<file path="config.mk">
export PLATFORM = sky130hd
export DESIGN_NAME = shbus_top
export DESIGN_NICKNAME = d
export VERILOG_FILES = /design/src/shbus_pkg.sv /design/src/shbus_top.sv /design/src/shbus_mem_slave.sv /design/src/shbus_arbiter.sv /design/src/shbus_master.sv
export SDC_FILE = /design/constraint.sdc
export NUM_CORES = 1
export LEC_CHECK = 0
export BUFFER_PORTS_ARGS = -buffer_cell sky130_fd_sc_hd__buf_2
export CAP_MARGIN = 5
export CELL_PAD_IN_SITES_DETAIL_PLACEMENT = 0
export CELL_PAD_IN_SITES_GLOBAL_PLACEMENT = 1
export CORE_MARGIN = 3
export CORE_UTILIZATION = 40
export CTS_CLUSTER_DIAMETER = 120
export CTS_CLUSTER_SIZE = 16
export DETAILED_ROUTE_END_ITERATION = 12
export PLACE_DENSITY_LB_ADDON = 0.1
export SKIP_LAST_GASP = 1
export SYNTH_ARGS = -nofsm -noshare
export SYNTH_HDL_FRONTEND = slang
export SYNTH_HIERARCHICAL = 1
export SYNTH_SLANG_ARGS = --single-unit
</file>
<file path="constraint.sdc">
create_clock -name clk -period 5.3 [get_ports clk]
set_clock_uncertainty 0.05 [all_clocks]
set_input_delay 1.06 -clock clk [delete_from_list [all_inputs] [get_ports clk]]
set_output_delay 1.06 -clock clk [all_outputs]
set_load 0.02 [all_outputs]
</file>
<file path="src/shbus_pkg.sv">
`default_nettype none

package shbus_pkg;

    // bus and memory geometry
    localparam int DATA_W            = 32;
    localparam int ADDR_W            = 4;
    localparam int MEM_WORDS         = 16;
    localparam int MAX_BURST         = 4;
    localparam int SLAVE_WAIT_CYCLES = 2;

    typedef logic [DATA_W-1:0] data_t;

    // burst length minus one
    typedef logic [1:0] burst_t;

    // what a master drives on the bus this cycle
    typedef enum logic [1:0] {
        PH_IDLE,
        PH_ADDR,
        PH_DATA
    } bus_phase_e;

    typedef enum logic [2:0] {
        ST_IDLE,
        ST_REQ,
        ST_ADDR,
        ST_WAIT,
        ST_WRITE,
        ST_READ,
        ST_FINISH
    } mst_state_e;

    typedef struct packed {
        logic                  write;
        logic [ADDR_W-1:0]     addr;
        burst_t                burst;
        data_t [MAX_BURST-1:0] wdata;
    } cmd_t;

    typedef struct packed {
        logic                  write;
        data_t [MAX_BURST-1:0] rdata;
    } rsp_t;

    // master to slave control, travels next to the muxed word
    typedef struct packed {
        bus_phase_e phase;
        logic       write;
        burst_t     burst;
    } bus_ctrl_t;

endpackage

`default_nettype wire
</file>
<file path="src/shbus_top.sv">
`timescale 1ns/10ps
`default_nettype none

module shbus_top (
    input  logic                  clk,
    input  logic                  rst_n,
    input  shbus_pkg::cmd_t [1:0] cmd,
    input  logic [1:0]            cmd_valid,
    output logic [1:0]            cmd_ready,
    output shbus_pkg::rsp_t [1:0] rsp,
    output logic [1:0]            rsp_valid
);
    import shbus_pkg::*;

    logic [1:0]      req;
    logic [1:0]      gnt;
    data_t [1:0]     m_wdata;
    bus_ctrl_t [1:0] m_ctrl;
    data_t           bus_wdata;
    bus_ctrl_t       bus_ctrl;
    data_t           bus_rdata;
    logic            bus_wait;

    // both masters see the same read data and wait
    for (genvar i = 0; i < 2; i++) begin : g_master
        shbus_master i_master (
            .clk       (clk),
            .rst_n     (rst_n),
            .cmd       (cmd[i]),
            .cmd_valid (cmd_valid[i]),
            .cmd_ready (cmd_ready[i]),
            .rsp       (rsp[i]),
            .rsp_valid (rsp_valid[i]),
            .req       (req[i]),
            .gnt       (gnt[i]),
            .bus_out   (m_wdata[i]),
            .ctrl_out  (m_ctrl[i]),
            .bus_in    (bus_rdata),
            .wait_in   (bus_wait)
        );
    end

    shbus_arbiter i_arbiter (
        .clk       (clk),
        .rst_n     (rst_n),
        .req       (req),
        .gnt       (gnt),
        .m_wdata   (m_wdata),
        .m_ctrl    (m_ctrl),
        .bus_wdata (bus_wdata),
        .bus_ctrl  (bus_ctrl)
    );

    shbus_mem_slave i_mem_slave (
        .clk       (clk),
        .rst_n     (rst_n),
        .bus_wdata (bus_wdata),
        .bus_ctrl  (bus_ctrl),
        .bus_rdata (bus_rdata),
        .wait_out  (bus_wait)
    );

endmodule

`default_nettype wire

</file>
<file path="src/shbus_mem_slave.sv">
`timescale 1ns/10ps
`default_nettype none

module shbus_mem_slave (
    input  logic                 clk,
    input  logic                 rst_n,
    input  shbus_pkg::data_t     bus_wdata,
    input  shbus_pkg::bus_ctrl_t bus_ctrl,
    output shbus_pkg::data_t     bus_rdata,
    output logic                 wait_out
);
    import shbus_pkg::*;

    typedef logic [$clog2(SLAVE_WAIT_CYCLES + 1)-1:0] wait_cnt_t;

    data_t             mem [MEM_WORDS];
    logic [ADDR_W-1:0] base_q;
    logic              write_q;
    burst_t            burst_q;
    burst_t            beat;
    logic              active;
    wait_cnt_t         wait_cnt;
    logic [ADDR_W-1:0] beat_addr;
    logic              beat_en;

    // offset add truncates, so the burst wraps at the top word
    assign beat_addr = base_q + ADDR_W'(beat);
    assign beat_en   = active && (bus_ctrl.phase == PH_DATA);
    assign wait_out  = (wait_cnt != '0);
    assign bus_rdata = (beat_en && !write_q) ? mem[beat_addr] : '0;

    always_ff @(posedge clk) begin
        if (!rst_n) begin
            wait_cnt <= '0;
            active   <= 1'b0;
            beat     <= '0;
        end else begin
            if (bus_ctrl.phase == PH_ADDR) begin
                wait_cnt <= wait_cnt_t'(SLAVE_WAIT_CYCLES);
                active   <= 1'b1;
                beat     <= '0;
            end else begin
                if (wait_out) begin
                    wait_cnt <= wait_cnt - 1'b1;
                end
                if (beat_en) begin
                    beat <= beat + 1'b1;
                    // transfer closes on its last beat
                    if (beat == burst_q) begin
                        active <= 1'b0;
                    end
                end
            end
        end
    end

    // address phase fields
    always_ff @(posedge clk) begin
        if (bus_ctrl.phase == PH_ADDR) begin
            base_q  <= bus_wdata[ADDR_W-1:0];
            write_q <= bus_ctrl.write;
            burst_q <= bus_ctrl.burst;
        end
    end

    // array starts out all zero
    always_ff @(posedge clk) begin
        if (!rst_n) begin
            for (int i = 0; i < MEM_WORDS; i++) begin
                mem[i] <= '0;
            end
        end else if (beat_en && write_q) begin
            mem[beat_addr] <= bus_wdata;
        end
    end

    // masters must wait out the full slave wait before any beat
    a_no_data_in_wait: assert property (@(posedge clk) disable iff (!rst_n)
        (bus_ctrl.phase == PH_DATA) |-> !wait_out)
        else $error("data beat while wait is high");

endmodule

`default_nettype wire

</file>
<file path="src/shbus_arbiter.sv">
`timescale 1ns/10ps
`default_nettype none

module shbus_arbiter (
    input  logic                       clk,
    input  logic                       rst_n,
    input  logic [1:0]                 req,
    output logic [1:0]                 gnt,
    input  shbus_pkg::data_t [1:0]     m_wdata,
    input  shbus_pkg::bus_ctrl_t [1:0] m_ctrl,
    output shbus_pkg::data_t           bus_wdata,
    output shbus_pkg::bus_ctrl_t       bus_ctrl
);
    import shbus_pkg::*;

    logic       last;
    logic       owner_busy;
    logic [1:0] gnt_nxt;

    assign owner_busy = |(gnt & req);

    // hold the owner, otherwise the one not served last wins
    always_comb begin
        if (owner_busy) begin
            gnt_nxt = gnt;
        end else if (req == 2'b11) begin
            gnt_nxt = last ? 2'b01 : 2'b10;
        end else begin
            gnt_nxt = req;
        end
    end

    always_ff @(posedge clk) begin
        if (!rst_n) begin
            gnt  <= '0;
            last <= 1'b1;
        end else begin
            gnt <= gnt_nxt;
            if (!owner_busy && (|gnt_nxt)) begin
                last <= gnt_nxt[1];
            end
        end
    end

    always_comb begin
        bus_wdata = '0;
        bus_ctrl  = '{phase: PH_IDLE, write: 1'b0, burst: '0};
        if (gnt[0]) begin
            bus_wdata = m_wdata[0];
            bus_ctrl  = m_ctrl[0];
        end else if (gnt[1]) begin
            bus_wdata = m_wdata[1];
            bus_ctrl  = m_ctrl[1];
        end
    end

    a_gnt_onehot: assert property (@(posedge clk) disable iff (!rst_n)
        $onehot0(gnt))
        else $error("more than one grant");

endmodule

`default_nettype wire

</file>
<file path="src/shbus_master.sv">
`timescale 1ns/10ps
`default_nettype none

module shbus_master (
    input  logic                 clk,
    input  logic                 rst_n,
    input  shbus_pkg::cmd_t      cmd,
    input  logic                 cmd_valid,
    output logic                 cmd_ready,
    output shbus_pkg::rsp_t      rsp,
    output logic                 rsp_valid,
    output logic                 req,
    input  logic                 gnt,
    output shbus_pkg::data_t     bus_out,
    output shbus_pkg::bus_ctrl_t ctrl_out,
    input  shbus_pkg::data_t     bus_in,
    input  logic                 wait_in
);
    import shbus_pkg::*;

    mst_state_e            state;
    mst_state_e            state_nxt;
    burst_t                beat;
    cmd_t                  cmd_q;
    data_t [MAX_BURST-1:0] rdata_q;
    logic                  accept;
    logic                  last_beat;

    assign cmd_ready = (state == ST_IDLE);
    assign accept    = cmd_valid && cmd_ready;
    assign last_beat = (beat == cmd_q.burst);

    // req spans the whole transfer up to the last beat
    assign req = (state == ST_REQ) || (state == ST_ADDR) || (state == ST_WAIT) ||
                 (state == ST_WRITE) || (state == ST_READ);

    assign rsp_valid = (state == ST_FINISH);
    assign rsp.write = cmd_q.write;
    assign rsp.rdata = rdata_q;

    always_comb begin
        state_nxt = state;
        case (state)
            ST_IDLE: begin
                if (accept) begin
                    state_nxt = ST_REQ;
                end
            end
            ST_REQ: begin
                if (gnt) begin
                    state_nxt = ST_ADDR;
                end
            end
            ST_ADDR: begin
                state_nxt = ST_WAIT;
            end
            ST_WAIT: begin
                // slave lowers wait when it is ready for beats
                if (gnt && !wait_in) begin
                    state_nxt = cmd_q.write ? ST_WRITE : ST_READ;
                end
            end
            ST_WRITE, ST_READ: begin
                if (last_beat) begin
                    state_nxt = ST_FINISH;
                end
            end
            ST_FINISH: begin
                state_nxt = ST_IDLE;
            end
            default: begin
                state_nxt = ST_IDLE;
            end
        endcase
    end

    always_ff @(posedge clk) begin
        if (!rst_n) begin
            state <= ST_IDLE;
            beat  <= '0;
        end else begin
            state <= state_nxt;
            if (state == ST_WRITE || state == ST_READ) begin
                beat <= last_beat ? '0 : beat + 1'b1;
            end
        end
    end

    always_ff @(posedge clk) begin
        if (accept) begin
            cmd_q <= cmd;
        end
        if (state == ST_READ) begin
            rdata_q[beat] <= bus_in;
        end
    end

    // address in ADDR, write word n in beat n
    always_comb begin
        bus_out        = '0;
        ctrl_out.phase = PH_IDLE;
        ctrl_out.write = cmd_q.write;
        ctrl_out.burst = cmd_q.burst;
        case (state)
            ST_ADDR: begin
                bus_out        = data_t'(cmd_q.addr);
                ctrl_out.phase = PH_ADDR;
            end
            ST_WRITE: begin
                bus_out        = cmd_q.wdata[beat];
                ctrl_out.phase = PH_DATA;
            end
            ST_READ: begin
                ctrl_out.phase = PH_DATA;
            end
            default: begin
            end
        endcase
    end

    // the arbiter must not lose this master mid-transfer
    a_gnt_held: assert property (@(posedge clk) disable iff (!rst_n)
        (state == ST_WAIT || state == ST_WRITE || state == ST_READ) |-> gnt)
        else $error("grant lost before the last beat");

    a_addr_granted: assert property (@(posedge clk) disable iff (!rst_n)
        (state == ST_ADDR) |-> gnt)
        else $error("address phase without grant");

endmodule

`default_nettype wire

</file>
After elaboration in Yosys (flattened, before gate mapping)
Memories as Yosys holds them, arrays and structs flattened.
Cells that the tools add are included.
{ "op_classes": {"n_addsub": 5, "order_cmp": 4, "n_eq_ne": 26, "mux": 48, "n_bitwise": 2, "n_reduce_logical": 38} }
{ "ops": {"columns": ["cell", "count"], "rows": [
  ["$bwmux 128", 2],
  ["$mux 32", 8],
  ["$bmux 32 s2", 2],
  ["$demux 32 s2", 2],
  ["$pmux 32 s2", 2],
  ["$reduce_or 32->1", 1],
  ["$pmux 3 s5", 2],
  ["$mux 3", 8],
  ["$eq 3x3->1 const B", 6],
  ["$mux 2", 7],
  ["$eq 3x2->1 const B", 4],
  ["$logic_and 1x1->1", 10],
  ["$logic_or 1x1->1", 10],
  ["$mux 1", 10],
  ["$mux 5", 2],
  ["$reduce_or 2->1", 5],
  ["$ne 2x1->1 const B", 4],
  ["$ne 2x2->1 const B", 4],
  ["$pmux 2 s2", 2],
  ["$reduce_and 4->1", 2],
  ["$reduce_bool 2->1", 4],
  ["$add 2x1->2 const B", 3],
  ["$eq 2x2->1", 3],
  ["$eq 3x1->1 const B", 2],
  ["12 further kinds", 18]
]} }
{ "totals": {"ff_bits": 551, "mem_bits_rw": 512, "inputBits": 274, "output_inout_bits": 262, "wordCells": 159, "mem_count": 1} }
{ "memory_table": {"columns": ["memory", "words", "word_bits", "rd", "rd_ports_with_merged_regs", "write_ports", "line_no", "rtl"], "rows": [
  ["i_mem_slave.mem", 16, 32, 1, 0, 16, "shbus_mem_slave.sv:16", "data_t mem [MEM_WORDS];"]
]} }

Logic depth before layout (Yosys ltp)
{ "logic_depth": {"word_depth": 13, "ltp_mapped": 9, "mapped_depth_nobuf": 7} }

Modules after synthesis
Netlist, hierarchy kept.
{ "modules_own_cells": {"columns": ["module", "n_inst", "cells_each", "area_per_inst_um2", "seq_area_each_um2"], "rows": [
  ["shbus_mem_slave", 1, 1578, 23755.3, 15685.0],
  ["shbus_master", 2, 391, 9344.0, 7997.7],
  ["shbus_arbiter", 1, 67, 584.3, 60.1]
]} }

Worst setup path before layout
Ideal clock, no wire load.
{ "synth_timing": {"path_kind": "flip-flop to flip-flop", "from": "register g_master[0].i_master.state[0]", "to": "register g_master[0].i_master/cmd_q[0] (netlist name), enable pin", "setup_time_ns": 0.510, "arrival_ns": 4.297, "required_time_ns": 4.740, "slack_ns": 0.443, "stages_incl_launch_ff": 4, "n_path_buf": 1, "period_less_slack_ns": 4.857, "cell_sequence": "dfxtp_1 > clkbuf_1 > nor3_1 > and2_1"} }
{ "synth_between": {"elab_chain_cells": 2} }
{ "synth_lines": {"columns": ["element", "line_no", "rtl"], "rows": [
  ["start, declared", "shbus_master.sv:21", "mst_state_e state;"],
  ["start signal, assigned", "shbus_master.sv:82", "state <= state_nxt;"],
  ["$logic_not 3->1", "shbus_master.sv:29", "assign cmd_ready = (state == ST_IDLE);"],
  ["via cmd_ready[0]", "shbus_top.sv:9", "output logic [1:0] cmd_ready,"],
  ["$logic_and 1x1->1", "shbus_master.sv:30", "assign accept = cmd_valid && cmd_ready;"],
  ["via g_master[0].i_master.accept", "shbus_master.sv:26", "logic accept;"],
  ["end signal, assigned", "shbus_master.sv:91", "cmd_q <= cmd;"],
  ["end, declared", "shbus_master.sv:24", "cmd_t cmd_q;"]
]} }
The timed path passes the listed nets, and every way through them passes these cells.
A chain may end at the register's enable or synchronous reset.

Worst setup path after layout
{ "layout_timing": {"from": "register i_mem_slave.base_q[0]", "to": "register g_master[0].i_master.rdata_q (netlist bit g_master[0].i_master/rsp[18]) (data pin)"} }
{ "layout_between": {"elab_chain_cells": 4} }
{ "layout_lines": {"columns": ["element", "line_no", "rtl"], "rows": [
  ["start, declared", "shbus_mem_slave.sv:17", "logic [ADDR_W-1:0] base_q;"],
  ["start signal, assigned", "shbus_mem_slave.sv:60", "base_q <= bus_wdata[ADDR_W-1:0];"],
  ["$add 4x2->4", "shbus_mem_slave.sv:27", "assign beat_addr = base_q + ADDR_W'(beat);"],
  ["$mem_v2 16x32", null, null],
  ["$mux 32", "shbus_mem_slave.sv:30", "assign bus_rdata = (beat_en && !write_q) ? mem[beat_addr] : '0;"],
  ["via bus_rdata[18]", "shbus_top.sv:21", "data_t bus_rdata;"],
  ["$bwmux 128", "shbus_master.sv:94", "rdata_q[beat] <= bus_in;"],
  ["end signal, assigned by index", "shbus_master.sv:94", null],
  ["end, declared", "shbus_master.sv:25", "data_t [MAX_BURST-1:0] rdata_q;"]
]} }
The timed path passes the listed nets, and every way through them passes these cells.

==> Implementation_results.wiki <==
{| class="wikitable"
! Metric !! Value
|-
| Fin. Hold Viols || 0
|-
| Switching fraction of total power || 0.208
|-
| Worst slew margin relative to its limit || 0.210
|-
| Iteration-0 DRC Markers || 1745
|-
| CP required || 5.59 ns
|-
| Highest clock rate || 245 MHz
|-
| Via count of the first global-routing pass || roughly 24000
|-
| Nets || 3228
|-
| Crit path kind || reg -> reg
|-
| Number of distinct library cells after synthesis || 56
|-
| H-tree depth reported by CTS || 3
|-
| Clock tree from TritonCTS || built
|-
| Ys Warns || 6
|-
| Synthesized area || between 0.04 and 0.05 mm^2
|-
| Clock transition time at the flip-flop clock pins of the worst setup and hold paths || approximately 0.08 ns
|-
| Proportion of register bits with asynchronous set or reset after synthesis || 0
|-
| Slew Viols, Final || 0
|-
| Wirelength, routed || about 110000 um
|-
| Post-synthesis sequential area ratio || 0.738
|-
| Min-delay worst type || reg -> reg
|-
| Type of element launching the critical path || register
|-
| Number of maximum-capacitance violations || 0
|-
| Number of antenna violations at the first check in global routing || 13
|-
| Run status || finished clean
|-
| Most area-consuming cells after synthesis || sky130_fd_sc_hd__edfxtp_1, sky130_fd_sc_hd__and2_1, sky130_fd_sc_hd__mux4_2, sky130_fd_sc_hd__mux2i_1, sky130_fd_sc_hd__clkbuf_1
|-
| Die Wd || 334 um
|-
| Starting Density || 0.406
|-
| Critical Path, Cell by Cell || ha_4, fa_4, buf_4, mux4_2, mux2i_1, o22ai_1
|-
| Clock buffer count from CTS || 76
|-
| Most instantiated cells after synthesis || sky130_fd_sc_hd__edfxtp_1, sky130_fd_sc_hd__and2_1, sky130_fd_sc_hd__mux4_2
|-
| Power per standard cell area || 315 mW/mm^2
|-
| Most frequent cell after synthesis || sky130_fd_sc_hd__edfxtp_1
|-
| Synthesized instance count || 2427
|-
| Area fraction of the dominant cell type after synthesis || 0.729
|-
| Final HPWL from detailed placement || around 77000 um
|-
| Final period demand of the worst path || 4.08 ns
|-
| Final design area excluding fillers || ~0.050 mm^2
|-
| Port Buf Inserts || 535
|-
| Share of the synthesized area in compound gates (AO/OA/AOI/OAI) || 0.0258
|-
| Remaining number of nets flagged by the antenna check after routing || 0
|-
| Final Cycle Share || 0.770
|-
| Area delta synth->final || 15.1%
|-
| RSZ-0062 raised after global routing || no
|-
| Largest family of logic cells by synthesized area || simple AND/OR/NAND/NOR gates
|-
| Total of endpoints with negative setup slack in the final report || 0
|-
| Final estimated routing congestion in global placement || 0.787
|-
| Maximum fanout count along the critical path || 49
|-
| Number of synthesized flops with an enable pin || 1045
|-
| Combined global-route utilization of all metal layers || 0.202
|-
| CTS Hold Buffers Added || 0
|-
| Internal || 12400 uW
|-
| Vias per Instance || 5.26
|-
| Number of buffers on the longest clock path || 3
|-
| Post-DR wirelength/cell || approximately 26 um
|-
| Gate power share || 0.037
|-
| Most area-hungry cell type in the Yosys netlist || sky130_fd_sc_hd__edfxtp_1
|-
| Final Non-Filler Cells || between 4000 and 5000
|-
| Transition at the pin with the smallest max-transition slack || ~1.2 ns
|-
| Kind of end point of the critical path || register
|-
| Area enclosed by the die boundary || between 0.1 and 0.15 mm^2
|-
| I/O pin count || around 540
|-
| Largest net degree at the start of global routing || 80
|-
| Portion of total power attributed to sequential cells || 0.616
|-
| Sinks on the clock net || 1063
|-
| Global-route wire length before repair || 165000 um
|-
| Fraction of synthesized cell area in xor and xnor cells || 0.00163
|-
| Launch point of the critical path || i_mem_slave/base_q[0]
|-
| Reg2reg start || i_mem_slave/base_q[0]
|-
| Remaining DRCs || 0
|-
| Post-Syn Nets || 2712
|-
| Arr. time, crit path || 4.37 ns
|-
| Worst reg2reg path endpoint || g_master[0].i_master/rsp[18]
|-
| Vias || 22931
|-
| Post-CTS Repair Setup Buffers || 0
|-
| Share of cells above drive strength 1 || 0.308
|-
| Core footprint || 0.106 mm^2
|-
| Worst setup endpoint || g_master[0].i_master/rsp[18]
|-
| Worst r2r path cells || 6
|-
| Post-Place Cells || 4256
|-
| Cell at the root of the clock tree || sky130_fd_sc_hd__clkbuf_16
|-
| Worst-path cell with the longest stage delay || sky130_fd_sc_hd__fa_4
|-
| Main flop type after synthesis || sky130_fd_sc_hd__edfxtp_1
|-
| Switch Pwr || 3250 uW
|-
| Worst skew pair latency || about 0.67 ns
|-
| Synth Register Bits || 1063
|-
| Vertical extent of the die || 334 um
|-
| Post-synthesis adder-cell area fraction || 0.00337
|-
| Aggregate global routing overflow || 0
|-
| Peak supply drop || 0.220 mV
|-
| Iteration count of the initial detailed-routing pass || 5
|-
| Fraction of the mapped netlist area in simple logic gates || 0.108
|-
| Number of cells upsized or downsized after cts || 0
|-
| Leak || 0.0175 uW
|-
| Part of the power in the clock network || 0.346
|-
| Fill cell total of the finished layout || a little over 9000
|-
| Sum Neg Setup Slack || 0 ns
|-
| Number of standard-cell rows in the floorplan || 119
|-
| Placed instance area || about 0.047 mm^2
|-
| Maximum cell stage delay along the critical path || 1.32 ns
|-
| Share of synthesized area spent on multiplexers || 0.103
|-
| Average footprint of a synthesized cell || 17.7 um^2
|-
| FF-to-FF setup slack || approximately 1.2 ns
|}
-- stage by stage --
step	utilization	total power, uW	worst slack (ns)	hold WS [ns]
2_1_floorplan	-	10100	0.443	0.361
3_3_place_gp	0.447	10400	1.37	0.375
3_5_place_dp	0.447	10400	1.21	0.384
4_1_cts	0.467	15800	1.20	0.396
5_1_grt	0.467	16200	1.03	0.415
6_report	0.467	15600	1.22	0.400
-- cell usage in the layout (no fill, tap or decap), types with 11 or more instances in the layout --
cell,n
sky130_fd_sc_hd__a22o_1,22
sky130_fd_sc_hd__a22oi_1,12
sky130_fd_sc_hd__and2_1,571
sky130_fd_sc_hd__clkbuf_16,76
sky130_fd_sc_hd__and3_1,12
sky130_fd_sc_hd__clkbuf_1,12
sky130_fd_sc_hd__edfxtp_1,1045
sky130_fd_sc_hd__nand3_1,26
sky130_fd_sc_hd__o21ai_0,11
sky130_fd_sc_hd__buf_4,71
sky130_fd_sc_hd__buf_2,535
sky130_fd_sc_hd__a41o_1,12
sky130_fd_sc_hd__o22ai_1,24
sky130_fd_sc_hd__mux4_2,156
sky130_fd_sc_hd__a21oi_1,24
sky130_fd_sc_hd__mux2i_1,64
sky130_fd_sc_hd__nand2_1,98
sky130_fd_sc_hd__a22o_2,22
sky130_fd_sc_hd__nand2b_1,22
sky130_fd_sc_hd__dfxtp_1,13
-- worst min-delay path by stage --
stage                            start                 endpoint  slack, ns  cells past startpoint
2_1_floorplan  i_mem_slave/wait_cnt[0]  i_mem_slave/wait_cnt[0]       0.36                      1
3_3_place_gp   i_mem_slave/wait_cnt[0]  i_mem_slave/wait_cnt[0]       0.37                      1
6_report       i_mem_slave/wait_cnt[0]  i_mem_slave/wait_cnt[0]       0.40                      1
4_1_cts        i_mem_slave/wait_cnt[0]  i_mem_slave/wait_cnt[0]       0.40                      1
5_1_grt        i_mem_slave/wait_cnt[0]  i_mem_slave/wait_cnt[0]       0.42                      1
3_5_place_dp   i_mem_slave/wait_cnt[0]  i_mem_slave/wait_cnt[0]       0.38                      1
-- metal layers --
| metal | track usage | vias up | share of wire |
|---|---|---|---|
| met5 | 0 | - | 0.00061 |
| met4 | 0.0399 | 10 | 0.016 |
| met3 | 0.0484 | 122 | 0.075 |
| met2 | 0.327 | 916 | 0.47 |
| met1 | 0.281 | 11672 | 0.44 |
| li1 | - | 10211 | - |
-- final cells by class --
class                   instances  area [um^2]  area share
multi-input cells            1178        10500       0.212
diodes                         10         25.0    0.000505
clock inverters                 8          121     0.00245
flip-flops and latches       1063        31700       0.641
clock buffers                  88         1950      0.0393
well taps                    1391         1740      0.0352
inverters                       9         33.8    0.000682
repair buffers                615         3390      0.0685
-- cell families after synthesis --
logic type               after synthesis
flip-flops                          1063
AND/OR/NAND/NOR                      781
multiplexers                         231
buffers and inverters                186
AO/OA/AOI/OAI                        147
adder cells (fa/ha/maj)               11
XOR/XNOR                               8
-- power by group through the flow --
stage	logic (uW)	clock network [uW]	registers, uW
after detailed placement	591	0	9810
after CTS	593	5600	9620
final	582	5410	9620
after global routing	628	5890	9650
after floorplan	322	0	9780
after global placement	581	0	9800
-- state kept, by name (all words and copies together), names as in the netlist, 4 cells and up --
register,flops
g_master.i_master/beat,4
g_master.i_master/cmd_q,264
g_master.i_master/ctrl_out,6
g_master.i_master/rsp,256
g_master.i_master/state,6
i_mem_slave/base_q,4
i_mem_slave/mem,512
-- critical path: cells and delay by family, from the launching register on --
kind / cells / cell delay, ns
compound gates: 1 / 0.33
fa+ha+maj: 2 / 1.50
flops: 1 / 0.42
buf+inv: 1 / 0.52
mux: 2 / 0.90
No activity file was read; power rests on OpenSTA's default activity.
